## config.mk

```make
export PLATFORM = sky130hd
export DESIGN_NAME = rx_ppe_top
export DESIGN_NICKNAME = d
export VERILOG_FILES = /design/src/source/rx_ppe_pkg.sv /design/src/source/rx_ppe_in_buf.sv /design/src/source/rx_ppe_parser.sv /design/src/source/rx_ppe_out_ctrl.sv /design/src/source/rx_ppe_top.sv
export SDC_FILE = /design/constraint.sdc
export NUM_CORES = 1
export LEC_CHECK = 0
export BUFFER_PORTS_ARGS = -buffer_cell sky130_fd_sc_hd__clkbuf_2
export CORE_ASPECT_RATIO = 0.9
export CORE_MARGIN = 2
export CORE_UTILIZATION = 45
export CTS_CLUSTER_DIAMETER = 30
export DETAILED_ROUTE_END_ITERATION = 8
export HOLD_SLACK_MARGIN = 0.1
export SYNTH_ARGS = -nofsm -noshare
export SYNTH_HDL_FRONTEND = slang
export SYNTH_HIERARCHICAL = 1
export SYNTH_SLANG_ARGS = --single-unit
export TNS_END_PERCENT = 5
```

## constraint.sdc

```tcl
create_clock -name fab_clk -period 13.25 [get_ports fab_clk]
set_clock_uncertainty 0.05 [all_clocks]
set_input_delay 0 -clock fab_clk [delete_from_list [all_inputs] [get_ports fab_clk]]
set_output_delay 0 -clock fab_clk [all_outputs]
set_load 0.02 [all_outputs]
```

## src/source/rx_ppe_pkg.sv

```systemverilog
/*
 * Receive pre-processing stage shared definitions
 * Word, port, class and length types, header field positions
 * and the parser state encoding
 */

`default_nettype none

package rx_ppe_pkg;

   // ==============================
   // Widths
   // ==============================

   // Packet word
   localparam int DATA_W = 64;
   // Ingress port number
   localparam int PORT_W = 4;
   // Traffic classes, one pause bit each
   localparam int NUM_TC = 8;
   localparam int TC_W   = $clog2(NUM_TC);
   // Header length field
   localparam int LEN_W  = 16;

   // ==============================
   // Header word layout
   // ==============================

   // Packet length in words, header included
   localparam int HDR_LEN_LSB = 0;
   // Priority code point, maps straight to traffic class
   localparam int HDR_PCP_LSB = 16;

   // ==============================
   // Types
   // ==============================

   typedef logic [DATA_W-1:0] data_t;
   typedef logic [PORT_W-1:0] port_t;
   typedef logic [TC_W-1:0]   tc_t;
   typedef logic [LEN_W-1:0]  pkt_len_t;
   typedef logic [NUM_TC-1:0] xoff_t;

   // Parser FSM
   typedef enum logic {
      IDLE,   // Waiting for a header word
      BODY    // Inside a packet, counting words
   } parse_state_t;

endpackage

`default_nettype wire

```

## src/source/rx_ppe_in_buf.sv

```systemverilog
/*
 * Input buffer of the receive pre-processing stage
 * Circular word FIFO filled by the link; each released entry
 * returns one credit to the sender
 */

`default_nettype none

module rx_ppe_in_buf
   import rx_ppe_pkg::*;
#(
   parameter int IN_DEPTH = 8
) (
   input  wire   fab_clk,
   input  wire   arst_n,
   // Link side
   input  wire   in_valid,
   input  data_t in_data,
   input  wire   in_sop,
   input  wire   in_eop,
   input  port_t in_port,
   output logic  in_credit,
   // Head of buffer towards the parser
   input  wire   buf_pop,
   output logic  buf_valid,
   output data_t buf_data,
   output logic  buf_sop,
   output logic  buf_eop,
   output port_t buf_port
);

   // ==============================
   // Storage and pointers
   // ==============================

   localparam int PTR_W = (IN_DEPTH > 1) ? $clog2(IN_DEPTH) : 1;
   localparam int CNT_W = $clog2(IN_DEPTH + 1);
   localparam logic [PTR_W-1:0] LAST_PTR = PTR_W'(IN_DEPTH - 1);

   data_t            mem_data [IN_DEPTH];
   logic             mem_sop  [IN_DEPTH];
   logic             mem_eop  [IN_DEPTH];
   port_t            mem_port [IN_DEPTH];

   logic [PTR_W-1:0] wr_ptr;
   logic [PTR_W-1:0] rd_ptr;
   // Occupancy, bounded by the sender's credits
   logic [CNT_W-1:0] count;
   logic             pop;

   // Only pop a real entry
   assign pop = buf_pop && buf_valid;

   // Entry array, written whenever the link presents a word
   always_ff @(posedge fab_clk) begin
      if (in_valid) begin
         mem_data[wr_ptr] <= in_data;
         mem_sop[wr_ptr]  <= in_sop;
         mem_eop[wr_ptr]  <= in_eop;
         mem_port[wr_ptr] <= in_port;
      end
   end

   // Pointers wrap at the last entry
   // Count moves only when one side is active alone
   always_ff @(posedge fab_clk or negedge arst_n) begin
      if (!arst_n) begin
         wr_ptr <= '0;
         rd_ptr <= '0;
         count  <= '0;
      end else begin
         if (in_valid) begin
            wr_ptr <= (wr_ptr == LAST_PTR) ? '0 : wr_ptr + 1'b1;
         end
         if (pop) begin
            rd_ptr <= (rd_ptr == LAST_PTR) ? '0 : rd_ptr + 1'b1;
         end
         case ({in_valid, pop})
            2'b10:   count <= count + 1'b1;
            2'b01:   count <= count - 1'b1;
            default: count <= count;
         endcase
      end
   end

   // ==============================
   // Credit return
   // ==============================

   // One pulse in the cycle after each pop
   always_ff @(posedge fab_clk or negedge arst_n) begin
      if (!arst_n) begin
         in_credit <= 1'b0;
      end else begin
         in_credit <= pop;
      end
   end

   // Head entry, visible right after the write edge
   assign buf_valid = (count != '0);
   assign buf_data  = mem_data[rd_ptr];
   assign buf_sop   = mem_sop[rd_ptr];
   assign buf_eop   = mem_eop[rd_ptr];
   assign buf_port  = mem_port[rd_ptr];

endmodule

`default_nettype wire

```

## src/source/rx_ppe_parser.sv

```systemverilog
/*
 * Header parser of the receive pre-processing stage
 * Decodes class and length from each header word, counts the
 * packet's words and tags every word with port, class and error
 */

`default_nettype none

module rx_ppe_parser
   import rx_ppe_pkg::*;
(
   input  wire   fab_clk,
   input  wire   arst_n,
   // Head of input buffer
   input  wire   buf_valid,
   input  data_t buf_data,
   input  wire   buf_sop,
   input  wire   buf_eop,
   input  port_t buf_port,
   output logic  buf_pop,
   // Tagged word towards the output stage
   input  wire   par_ready,
   output logic  par_valid,
   output data_t par_data,
   output logic  par_sop,
   output logic  par_eop,
   output port_t par_port,
   output tc_t   par_tc,
   output logic  par_err
);

   parse_state_t state;
   // Words seen so far in the current packet, header included
   pkt_len_t     word_cnt;
   // Fields latched from the header word
   tc_t          tc_q;
   port_t        port_q;
   pkt_len_t     len_q;

   tc_t          hdr_tc;
   pkt_len_t     hdr_len;
   tc_t          cur_tc;
   port_t        cur_port;
   pkt_len_t     cur_len;
   pkt_len_t     cnt_next;
   logic         len_err;

   // ==============================
   // Header decode
   // ==============================

   assign hdr_tc  = buf_data[HDR_PCP_LSB +: TC_W];
   assign hdr_len = buf_data[HDR_LEN_LSB +: LEN_W];

   // In IDLE the head word is the header itself
   // Words after it reuse the latched fields
   always_comb begin
      if (state == IDLE) begin
         cur_tc   = hdr_tc;
         cur_port = buf_port;
         cur_len  = hdr_len;
         cnt_next = pkt_len_t'(1);
      end else begin
         cur_tc   = tc_q;
         cur_port = port_q;
         cur_len  = len_q;
         cnt_next = word_cnt + 1'b1;
      end
   end

   // Checked on the end word only, a one-word packet included
   assign len_err = buf_eop && (cnt_next != cur_len);

   // Pop when the output register is empty or being taken
   assign buf_pop = buf_valid && (!par_valid || par_ready);

   // ==============================
   // FSM and word counter
   // ==============================

   always_ff @(posedge fab_clk or negedge arst_n) begin
      if (!arst_n) begin
         state    <= IDLE;
         word_cnt <= '0;
      end else if (buf_pop) begin
         word_cnt <= cnt_next;
         // An end word closes the packet, else keep counting
         state    <= buf_eop ? IDLE : BODY;
      end
   end

   always_ff @(posedge fab_clk) begin
      if (buf_pop && state == IDLE) begin
         tc_q   <= hdr_tc;
         port_q <= buf_port;
         len_q  <= hdr_len;
      end
   end

   // ==============================
   // Output register
   // ==============================

   always_ff @(posedge fab_clk or negedge arst_n) begin
      if (!arst_n) begin
         par_valid <= 1'b0;
      end else if (buf_pop) begin
         par_valid <= 1'b1;
      end else if (par_ready) begin
         par_valid <= 1'b0;
      end
   end

   // Holds while stalled
   always_ff @(posedge fab_clk) begin
      if (buf_pop) begin
         par_data <= buf_data;
         par_sop  <= buf_sop;
         par_eop  <= buf_eop;
         par_port <= cur_port;
         par_tc   <= cur_tc;
         par_err  <= len_err;
      end
   end

endmodule

`default_nettype wire

```

## src/source/rx_ppe_out_ctrl.sv

```systemverilog
/*
 * Output stage of the receive pre-processing stage
 * Sends tagged words downstream against consumer credits and
 * holds back packet starts whose class is paused
 */

`default_nettype none

module rx_ppe_out_ctrl
   import rx_ppe_pkg::*;
#(
   parameter int OUT_CREDITS = 4
) (
   input  wire   fab_clk,
   input  wire   arst_n,
   // Tagged word from the parser
   input  wire   par_valid,
   input  data_t par_data,
   input  wire   par_sop,
   input  wire   par_eop,
   input  port_t par_port,
   input  tc_t   par_tc,
   input  wire   par_err,
   output logic  par_ready,
   // Pause and credit return
   input  xoff_t pfc_xoff,
   input  wire   out_credit,
   // Downstream consumer
   output logic  out_valid,
   output data_t out_data,
   output logic  out_sop,
   output logic  out_eop,
   output port_t out_port,
   output tc_t   out_tc,
   output logic  out_err
);

   localparam int CRD_W = $clog2(OUT_CREDITS + 1);

   logic [CRD_W-1:0] credit_cnt;
   logic             paused;
   logic             send;

   // ==============================
   // Flow control
   // ==============================

   // Only a packet start looks at pause
   // Body words follow their start regardless
   assign paused    = par_valid && par_sop && pfc_xoff[par_tc];
   // Count held in the register, a credit arriving now is not usable yet
   assign par_ready = (credit_cnt != '0) && !paused;
   assign send      = par_valid && par_ready;

   // Spend on send, refill on out_credit, both may hit together
   always_ff @(posedge fab_clk or negedge arst_n) begin
      if (!arst_n) begin
         credit_cnt <= CRD_W'(OUT_CREDITS);
      end else begin
         case ({send, out_credit})
            2'b10:   credit_cnt <= credit_cnt - 1'b1;
            2'b01:   credit_cnt <= credit_cnt + 1'b1;
            default: credit_cnt <= credit_cnt;
         endcase
      end
   end

   // ==============================
   // Output register
   // ==============================

   // One cycle after acceptance
   always_ff @(posedge fab_clk or negedge arst_n) begin
      if (!arst_n) begin
         out_valid <= 1'b0;
      end else begin
         out_valid <= send;
      end
   end

   always_ff @(posedge fab_clk) begin
      if (send) begin
         out_data <= par_data;
         out_sop  <= par_sop;
         out_eop  <= par_eop;
         out_port <= par_port;
         out_tc   <= par_tc;
         out_err  <= par_err;
      end
   end

endmodule

`default_nettype wire

```

## src/source/rx_ppe_top.sv

```systemverilog
/*
 * Receive pre-processing stage top level
 * Input buffer, header parser and credit-gated output stage
 */

`default_nettype none

module rx_ppe_top
   import rx_ppe_pkg::*;
#(
   parameter int IN_DEPTH    = 8,
   parameter int OUT_CREDITS = 4
) (
   input  wire   fab_clk,
   input  wire   arst_n,
   // Link
   input  wire   in_valid,
   input  data_t in_data,
   input  wire   in_sop,
   input  wire   in_eop,
   input  port_t in_port,
   output logic  in_credit,
   // Per-class pause
   input  xoff_t pfc_xoff,
   // Downstream
   output logic  out_valid,
   output data_t out_data,
   output logic  out_sop,
   output logic  out_eop,
   output port_t out_port,
   output tc_t   out_tc,
   output logic  out_err,
   input  wire   out_credit
);

   // ==============================
   // Buffer to parser
   // ==============================

   logic  buf_valid;
   data_t buf_data;
   logic  buf_sop;
   logic  buf_eop;
   port_t buf_port;
   logic  buf_pop;

   // ==============================
   // Parser to output stage
   // ==============================

   logic  par_valid;
   data_t par_data;
   logic  par_sop;
   logic  par_eop;
   port_t par_port;
   tc_t   par_tc;
   logic  par_err;
   logic  par_ready;

   rx_ppe_in_buf #(
      .IN_DEPTH (IN_DEPTH)
   ) in_buf_inst (
      .fab_clk   (fab_clk),
      .arst_n    (arst_n),
      .in_valid  (in_valid),
      .in_data   (in_data),
      .in_sop    (in_sop),
      .in_eop    (in_eop),
      .in_port   (in_port),
      .in_credit (in_credit),
      .buf_pop   (buf_pop),
      .buf_valid (buf_valid),
      .buf_data  (buf_data),
      .buf_sop   (buf_sop),
      .buf_eop   (buf_eop),
      .buf_port  (buf_port)
   );

   rx_ppe_parser parser_inst (
      .fab_clk   (fab_clk),
      .arst_n    (arst_n),
      .buf_valid (buf_valid),
      .buf_data  (buf_data),
      .buf_sop   (buf_sop),
      .buf_eop   (buf_eop),
      .buf_port  (buf_port),
      .buf_pop   (buf_pop),
      .par_ready (par_ready),
      .par_valid (par_valid),
      .par_data  (par_data),
      .par_sop   (par_sop),
      .par_eop   (par_eop),
      .par_port  (par_port),
      .par_tc    (par_tc),
      .par_err   (par_err)
   );

   rx_ppe_out_ctrl #(
      .OUT_CREDITS (OUT_CREDITS)
   ) out_ctrl_inst (
      .fab_clk    (fab_clk),
      .arst_n     (arst_n),
      .par_valid  (par_valid),
      .par_data   (par_data),
      .par_sop    (par_sop),
      .par_eop    (par_eop),
      .par_port   (par_port),
      .par_tc     (par_tc),
      .par_err    (par_err),
      .par_ready  (par_ready),
      .pfc_xoff   (pfc_xoff),
      .out_credit (out_credit),
      .out_valid  (out_valid),
      .out_data   (out_data),
      .out_sop    (out_sop),
      .out_eop    (out_eop),
      .out_port   (out_port),
      .out_tc     (out_tc),
      .out_err    (out_err)
   );

endmodule

`default_nettype wire

```

# ---- Word-level counts from Yosys, hierarchy flattened
# Memory sizes are Yosys's and may differ from the RTL's. A register that Yosys moved wholly into a read port is not among the register bits.
# Cells that the tools add are included.
dict set report totals {
  out_inout_bits 76
  ram_bits 560
  n_memories 4
  elab_cells 74
  register_bits 203
  inputBits 82
}
# name depth width rd rd_ports_with_merged_regs write_ports line_no
set memory_table {}
lappend memory_table {in_buf_inst.mem_data 8 64 1 0 1 rx_ppe_in_buf.sv:40} ;# data_t mem_data [IN_DEPTH];
lappend memory_table {in_buf_inst.mem_port 8 4 1 0 1 rx_ppe_in_buf.sv:43} ;# port_t mem_port [IN_DEPTH];
lappend memory_table {in_buf_inst.mem_eop 8 1 1 0 1 rx_ppe_in_buf.sv:42} ;# logic mem_eop [IN_DEPTH];
lappend memory_table {in_buf_inst.mem_sop 8 1 1 1 1 rx_ppe_in_buf.sv:41} ;# logic mem_sop [IN_DEPTH];
dict set report classes {
  n_bitwise 1
  n_reduce_logical 16
  order_cmp 1
  n_mux 15
  n_addsub 7
  n_eq_ne 7
}
# cell n
set ops {}
lappend ops {{two-way mux 16 bit} 2}
lappend ops {{adder 16 x 1 -> 16 bit, second input constant} 1}
lappend ops {{!= test 16 bit} 1}
lappend ops {{adder 3 x 1 -> 3 bit, second input constant} 3}
lappend ops {{two-way mux 3 bit} 3}
lappend ops {{logical AND 1 bit} 8}
lappend ops {{case mux 4 bit (2 select lines)} 1}
lappend ops {{equality test 3 bit, second input constant} 2}
lappend ops {{two-way mux 1 bit} 6}
lappend ops {{case mux 3 bit (2 select lines)} 1}
lappend ops {{nonzero test 2 bit} 3}
lappend ops {{adder 4 x 1 -> 4 bit, second input constant} 1}
lappend ops {{equality test 2 x 1 -> 1 bit, second input constant} 2}
lappend ops {{equality test 2 bit, second input constant} 2}
lappend ops {{less-than comparator 3 x 4 -> 1 bit, second input constant} 1}
lappend ops {{two-way mux 4 bit} 1}
lappend ops {{nonzero test 4 bit} 1}
lappend ops {{subtractor 4 x 1 -> 4 bit, second input constant} 1}
lappend ops {{binary-select mux 1 bit (select 3 bit)} 1}
lappend ops {{nonzero test 3 bit} 1}
lappend ops {{subtractor 3 x 1 -> 3 bit, second input constant} 1}
lappend ops {{logical NOT 1 bit} 2}
lappend ops {{logical OR 1 bit} 1}
lappend ops {{NOT 1 bit} 1}

# ---- Depth between registers and ports, before layout
dict set report logic_depth {
  ltp_word 10
  ltp_mapped 16
  mapped_depth_nobuf 15
}

# ---- Hierarchy
# The synthesis kept the hierarchy.
# mod n_inst cells_each area_each_um2
set by_module_without_submodules {}
lappend by_module_without_submodules {rx_ppe_in_buf 1 868 21608.2}
lappend by_module_without_submodules {rx_ppe_parser 1 280 4456.8}
lappend by_module_without_submodules {rx_ppe_out_ctrl 1 101 2526.2}

# ---- Worst setup path before layout
# Ideal clock, no wire load.
dict set report synth_timing {
  path_kind {register to register}
  start {register parser_inst.par_tc[2]}
  end {register out_ctrl_inst.out_valid}
  arrival_ns 6.586
  setup_slack_ns 5.925
  stages_incl_launch_ff 4
  setup_ns 0.689
  path_cell_list {edfxtp_1 mux2_4 o221a_4 a211oi_1}
}
dict set report synth_via {
  elab_chain_cells 6
}
# item line_no
set synth_lines {}
lappend synth_lines {{from (decl)} rx_ppe_parser.sv:28} ;# output tc_t par_tc,
lappend synth_lines {{from (signal assigned)} rx_ppe_parser.sv:121} ;# par_tc <= cur_tc;
lappend synth_lines {{binary-select mux 1 bit (select 3 bit)} rx_ppe_out_ctrl.sv:50} ;# assign paused = par_valid && par_sop && pfc_xoff[par_tc];
lappend synth_lines {{two-way mux 1 bit (not written as such)} rx_ppe_out_ctrl.sv:50}
lappend synth_lines {{logical AND 1 bit} rx_ppe_out_ctrl.sv:50}
lappend synth_lines {{logical NOT 1 bit} rx_ppe_out_ctrl.sv:52} ;# assign par_ready = (credit_cnt != '0) && !paused;
lappend synth_lines {{logical AND 1 bit} rx_ppe_out_ctrl.sv:52}
lappend synth_lines {{logical AND 1 bit} rx_ppe_out_ctrl.sv:53} ;# assign send = par_valid && par_ready;
lappend synth_lines {{net out_ctrl_inst.send} rx_ppe_out_ctrl.sv:42} ;# logic send;
lappend synth_lines {{to (signal assigned)} rx_ppe_out_ctrl.sv:77} ;# out_valid <= send;
lappend synth_lines {{to (decl)} rx_ppe_out_ctrl.sv:29} ;# output logic out_valid,
# The timed path passes the listed nets, and every way through them passes these cells. The select of a mux whose other input is x is not followed.
# A chain may end at the register's enable or synchronous reset.

# ---- Worst setup path in the final report
dict set report layout_timing {
  start {register parser_inst.par_tc[2]}
  end {register in_buf_inst.count[2]}
}
dict set report layout_via {
  elab_chain_cells 10
  word_cells_on_any_way 12
}
# item line_no
set layout_lines {}
lappend layout_lines {{binary-select mux 1 bit (select 3 bit) *} rx_ppe_out_ctrl.sv:50}
lappend layout_lines {{two-way mux 1 bit (not written as such) *} rx_ppe_out_ctrl.sv:50}
lappend layout_lines {{logical AND 1 bit *} rx_ppe_out_ctrl.sv:50}
lappend layout_lines {{logical NOT 1 bit *} rx_ppe_out_ctrl.sv:52}
lappend layout_lines {{logical AND 1 bit *} rx_ppe_out_ctrl.sv:52}
lappend layout_lines {{net par_ready} rx_ppe_top.sv:58} ;# logic par_ready;
lappend layout_lines {{logical OR 1 bit *} rx_ppe_parser.sv:75} ;# assign buf_pop = buf_valid && (!par_valid || par_ready);
lappend layout_lines {{logical AND 1 bit *} rx_ppe_parser.sv:75}
lappend layout_lines {{net buf_pop} rx_ppe_top.sv:45} ;# logic buf_pop;
lappend layout_lines {{logical AND 1 bit *} rx_ppe_in_buf.sv:52} ;# assign pop = buf_pop && buf_valid;
lappend layout_lines {{net in_buf_inst.pop} rx_ppe_in_buf.sv:49} ;# logic pop;
lappend layout_lines {{equality test 2 x 1 -> 1 bit or equality test 2 bit (tied branches)} rx_ppe_in_buf.sv:78} ;# case ({in_valid, pop})
lappend layout_lines {{case mux 4 bit (2 select lines) or nonzero test 2 bit (tied branches)} n/a}
lappend layout_lines {{to (signal assigned)} rx_ppe_in_buf.sv:79} ;# 2'b10: count <= count + 1'b1;
lappend layout_lines {{to (signal assigned)} rx_ppe_in_buf.sv:80} ;# 2'b01: count <= count - 1'b1;
lappend layout_lines {{to (signal assigned)} rx_ppe_in_buf.sv:81} ;# default: count <= count;
lappend layout_lines {{to (decl)} rx_ppe_in_buf.sv:48} ;# logic [CNT_W-1:0] count;
# The timed path passes the listed nets; every way through them passes the cells marked *. The select of a mux whose other input is x is not followed.

==> run metrics <==
Final Instance Count excl. Fillers=2621; Setup Fix Bufs, Post-CTS=0; TritonCTS clock tree=done; clock buffer depth=3; highest attainable clock frequency=203 MHz; first-iteration detailed-routing DRC count=1113; final critical path time including I/O delays and setup=4.93 ns; top area cells in the synthesized netlist=sky130_fd_sc_hd__edfxtp_1 77%, sky130_fd_sc_hd__mux4_2 11%, sky130_fd_sc_hd__mux2_2 3.3%; Finish-stage setup viols=0; vias after detailed routing=13800; CP Capture Type=flop; All-Layer GR Usage=18.6%; cell depth of the worst hold path=2; Post-synth EDFFs=731; hold violation count in the final report=0; total of cells resized after clock tree synthesis=0; termination of the worst setup path=in_buf_inst/count[2]; final global-route overflow total=0; CP Launch Point=parser_inst/par_tc[2]; sum of negative setup slack=0 ns; synthesized netlist net count=1341; insertion delay of the later-clocked pin in the worst-skew pair=0.71 ns; I/O Pins=158; post-synth top area cell=sky130_fd_sc_hd__edfxtp_1; TritonCTS buffer count=138; max-slew violations=0; maximum number of pins on one net before global-route repair=69; part of the cycle the worst path needs=37.2%; number of warnings printed during yosys synthesis=6; depth of the most critical reg-to-reg path=18; area fraction of the dominant cell type after synthesis=76.8%; wire length per cell after detailed routing=22.5 µm; crit path max fanout=39; antenna violations before repair=8; remaining routing DRC violations=0; data arrival time of the worst path=5.45 ns; Final HPWL DP=29.9 mm; number of maximum-capacitance constraint violations=0; Post-Syn Instances=1249; number of sinks on the clock net=764; worst ir drop on vdd=207 µV; global placer's final weighted congestion=0.777; num rows=87; Lkg Pwr=12.5 nW; die span in x=270 µm; DRT antenna net count=0; synthesized area=0.0286 mm²; headroom to the max-slew limit=24.3%; share of async-settable or async-resettable flops after synthesis=4.32%; endpoint of the worst-slack reg-to-reg timing path=in_buf_inst/count[2]; Net count, final=1752; die area=0.0656 mm²; power density over the cells=255 mW/mm²; Via density=5.26; startpoint of the most critical register-to-register path=parser_inst/par_tc[2]; deepest level of the CTS H-tree=4; main flop type after synthesis=sky130_fd_sc_hd__edfxtp_1; outcome=finished clean; cell total after placement=2224; height of the die=243 µm; area growth from synthesis to layout=27.1%; portion of the post-synthesis area used by sequential elements=79.7%; kind of start point of the critical path=flop; ratio of cells with drive above 1 in the final layout=36.3%; effective utilization at floorplan=45.6%; number of distinct standard cells referenced by the synthesized netlist=54; first-pass GRT wire length=90.1 mm; category of the critical setup timing path=flop to flop; setup repair after global routing missed its margin=no; number of global-route vias before repair=14700; number of buffers added on ports=157; TritonRoute pass-1 iters=5; post-cts hold buffer count=141; measured slew at the worst slew-check pin=1.14 ns; clock-pin transition on the worst setup and hold timing paths=0.05 ns; worst hold path class=input port to flop; CP Data Required Time=13.78 ns; minimum setup slack among reg-to-reg paths=8.32 ns; routed wire length=59.1 mm; Core Region=0.0627 mm²; post-synthesis area per instance=22.9 µm²; flops & latches, synth=764; cell chosen for the clock root=sky130_fd_sc_hd__clkbuf_16
layout make-up:
cell class / instances / area, µm²
antenna: 3 / 7.51
tap: 845 / 1060
timing repair buffer: 323 / 2390
inverter: 12 / 47.5
sequential: 764 / 22800
fill: 4632 / 26400
clock inverter: 89 / 817
multi-input combinational: 421 / 5550
clock buffer: 164 / 3670
cells by family after synthesis:
| kind of cell | Yosys count | share of synthesized area [%] |
|---|---|---|
| flops | 764 | 79.7 |
| mux | 228 | 14.5 |
| simple gates | 97 | 1.78 |
| buf+inv | 64 | 1.16 |
| compound gates | 53 | 1.42 |
| xor+xnor | 33 | 1.01 |
| fa+ha+maj | 10 | 0.464 |
power breakdown:
part	total (mW)	internal (mW)	switching, mW
combinational	2.22	0.908	1.32
sequential	3.73	3.48	0.256
clock	3.31	2.15	1.16
worst max-delay path, cell delays in order (launching register included):
cell and delay (ns):
sky130_fd_sc_hd__edfxtp_1 0.48, sky130_fd_sc_hd__mux2_2 0.36, sky130_fd_sc_hd__dlygate4sd3_1 0.57, sky130_fd_sc_hd__o221a_4 0.25, sky130_fd_sc_hd__dlygate4sd3_1 0.56, sky130_fd_sc_hd__a31oi_1 0.16
sky130_fd_sc_hd__nand2b_1 0.14, sky130_fd_sc_hd__nand2_1 0.06, sky130_fd_sc_hd__buf_4 0.22, sky130_fd_sc_hd__inv_4 0.43, sky130_fd_sc_hd__nand2_1 0.25, sky130_fd_sc_hd__inv_1 0.17
sky130_fd_sc_hd__ha_1 0.28, sky130_fd_sc_hd__xor2_1 0.10, sky130_fd_sc_hd__ha_1 0.18, sky130_fd_sc_hd__a21oi_1 0.15, sky130_fd_sc_hd__xor2_1 0.16, sky130_fd_sc_hd__nor2_1 0.06
sky130_fd_sc_hd__xor2_1 0.14
cell usage after synthesis, types with 2 or more instances:
cell type	count
sky130_fd_sc_hd__o31ai_1	4
sky130_fd_sc_hd__a21oi_1	4
sky130_fd_sc_hd__nand3b_1	2
sky130_fd_sc_hd__xnor2_1	22
sky130_fd_sc_hd__buf_2	17
sky130_fd_sc_hd__nand4_1	4
sky130_fd_sc_hd__ha_1	9
sky130_fd_sc_hd__inv_1	12
sky130_fd_sc_hd__o21ai_0	14
sky130_fd_sc_hd__nor2_1	16
sky130_fd_sc_hd__dfrtp_1	32
sky130_fd_sc_hd__nand2b_1	8
sky130_fd_sc_hd__nor3_1	11
sky130_fd_sc_hd__a21o_1	6
sky130_fd_sc_hd__edfxtp_1	731
sky130_fd_sc_hd__xor2_1	11
sky130_fd_sc_hd__nor4b_1	2
sky130_fd_sc_hd__nand3_1	15
sky130_fd_sc_hd__nor4_1	8
sky130_fd_sc_hd__buf_6	9
sky130_fd_sc_hd__nand2_1	21
sky130_fd_sc_hd__mux4_2	140
sky130_fd_sc_hd__nor2b_1	3
sky130_fd_sc_hd__mux2_2	83
sky130_fd_sc_hd__clkbuf_1	24
sky130_fd_sc_hd__mux2i_1	3
sky130_fd_sc_hd__a22o_1	10
sky130_fd_sc_hd__o311ai_0	2
stage by stage:
| step | worst slack (ns) | hold WS [ns] | util [%] | area [µm²] | power (mW) |
|---|---|---|---|---|---|
| finish | 8.32 | 0.133 | 57.9 | 36300 | 9.27 |
| global route | 7.96 | 0.122 | 57.9 | 36300 | 9.70 |
| CTS | 8.31 | 0.101 | 57.9 | 36300 | 9.40 |
| detailed placement | 9.41 | 0.146 | 48.5 | 30400 | 6.00 |
| global placement | 9.41 | 0.137 | 48.5 | 30400 | 5.97 |
| floorplan | 5.93 | -0.346 | - | 28600 | 5.29 |
routing by layer:
metal / wire length (µm) / global-route usage (%) / vias up
li1: - / - / 6112
met1: 26800 / 25.7 / 7217
met2: 28000 / 28.4 / 353
met3: 2990 / 4.80 / 105
met4: 1230 / 7.16 / 8
met5: 53 / 0 / -
state kept, by name (all words and copies together) (netlist names), 3 cells and up:
| register | cells |
|---|---|
| in_buf_inst/mem_data | 512 |
| out_ctrl_inst/out_data | 64 |
| parser_inst/par_data | 64 |
| in_buf_inst/mem_port | 32 |
| parser_inst/len_q | 16 |
| parser_inst/word_cnt | 16 |
| in_buf_inst/mem_eop | 8 |
| in_buf_inst/mem_sop | 8 |
| in_buf_inst/count | 4 |
| out_ctrl_inst/out_port | 4 |
| parser_inst/par_port | 4 |
| parser_inst/port_q | 4 |
| in_buf_inst/rd_ptr | 3 |
| in_buf_inst/wr_ptr | 3 |
| out_ctrl_inst/credit_cnt | 3 |
| out_ctrl_inst/out_tc | 3 |
| parser_inst/par_tc | 3 |
| parser_inst/tc_q | 3 |
placed cells by master (no fill, tap or decap), drive strengths merged, types with 3 or more instances in the layout:
| master | n |
|---|---|
| o21ai | 14 |
| nand3 | 16 |
| nor2b | 3 |
| clkbuf | 321 |
| clkinv | 63 |
| dfrtp | 32 |
| edfxtp | 731 |
| nand2b | 8 |
| nand4 | 4 |
| clkinvlp | 10 |
| dlygate4sd3 | 140 |
| xnor2 | 22 |
| nor4 | 9 |
| a21oi | 4 |
| nor2 | 16 |
| bufinv | 9 |
| xor2 | 11 |
| diode | 3 |
| buf | 26 |
| nand2 | 21 |
| mux4 | 140 |
| nor3 | 11 |
| inv | 19 |
| ha | 9 |
| a21o | 6 |
| mux2 | 85 |
| mux2i | 3 |
| o31ai | 4 |
| a22o | 10 |
how the worst min path moves through the flow:
stage | start | end | slack [ns]
global placement | arst_n | out_ctrl_inst/out_valid | 0.14
finish | in_data[18] | in_buf_inst/mem_data[1][18] | 0.13
floorplan | arst_n | in_buf_inst/count[0] | -0.35
detailed placement | arst_n | out_ctrl_inst/out_valid | 0.15
global route | in_data[15] | in_buf_inst/mem_data[7][15] | 0.12
CTS | in_data[18] | in_buf_inst/mem_data[1][18] | 0.10
Note: power is estimated with default switching activity, not from simulation.
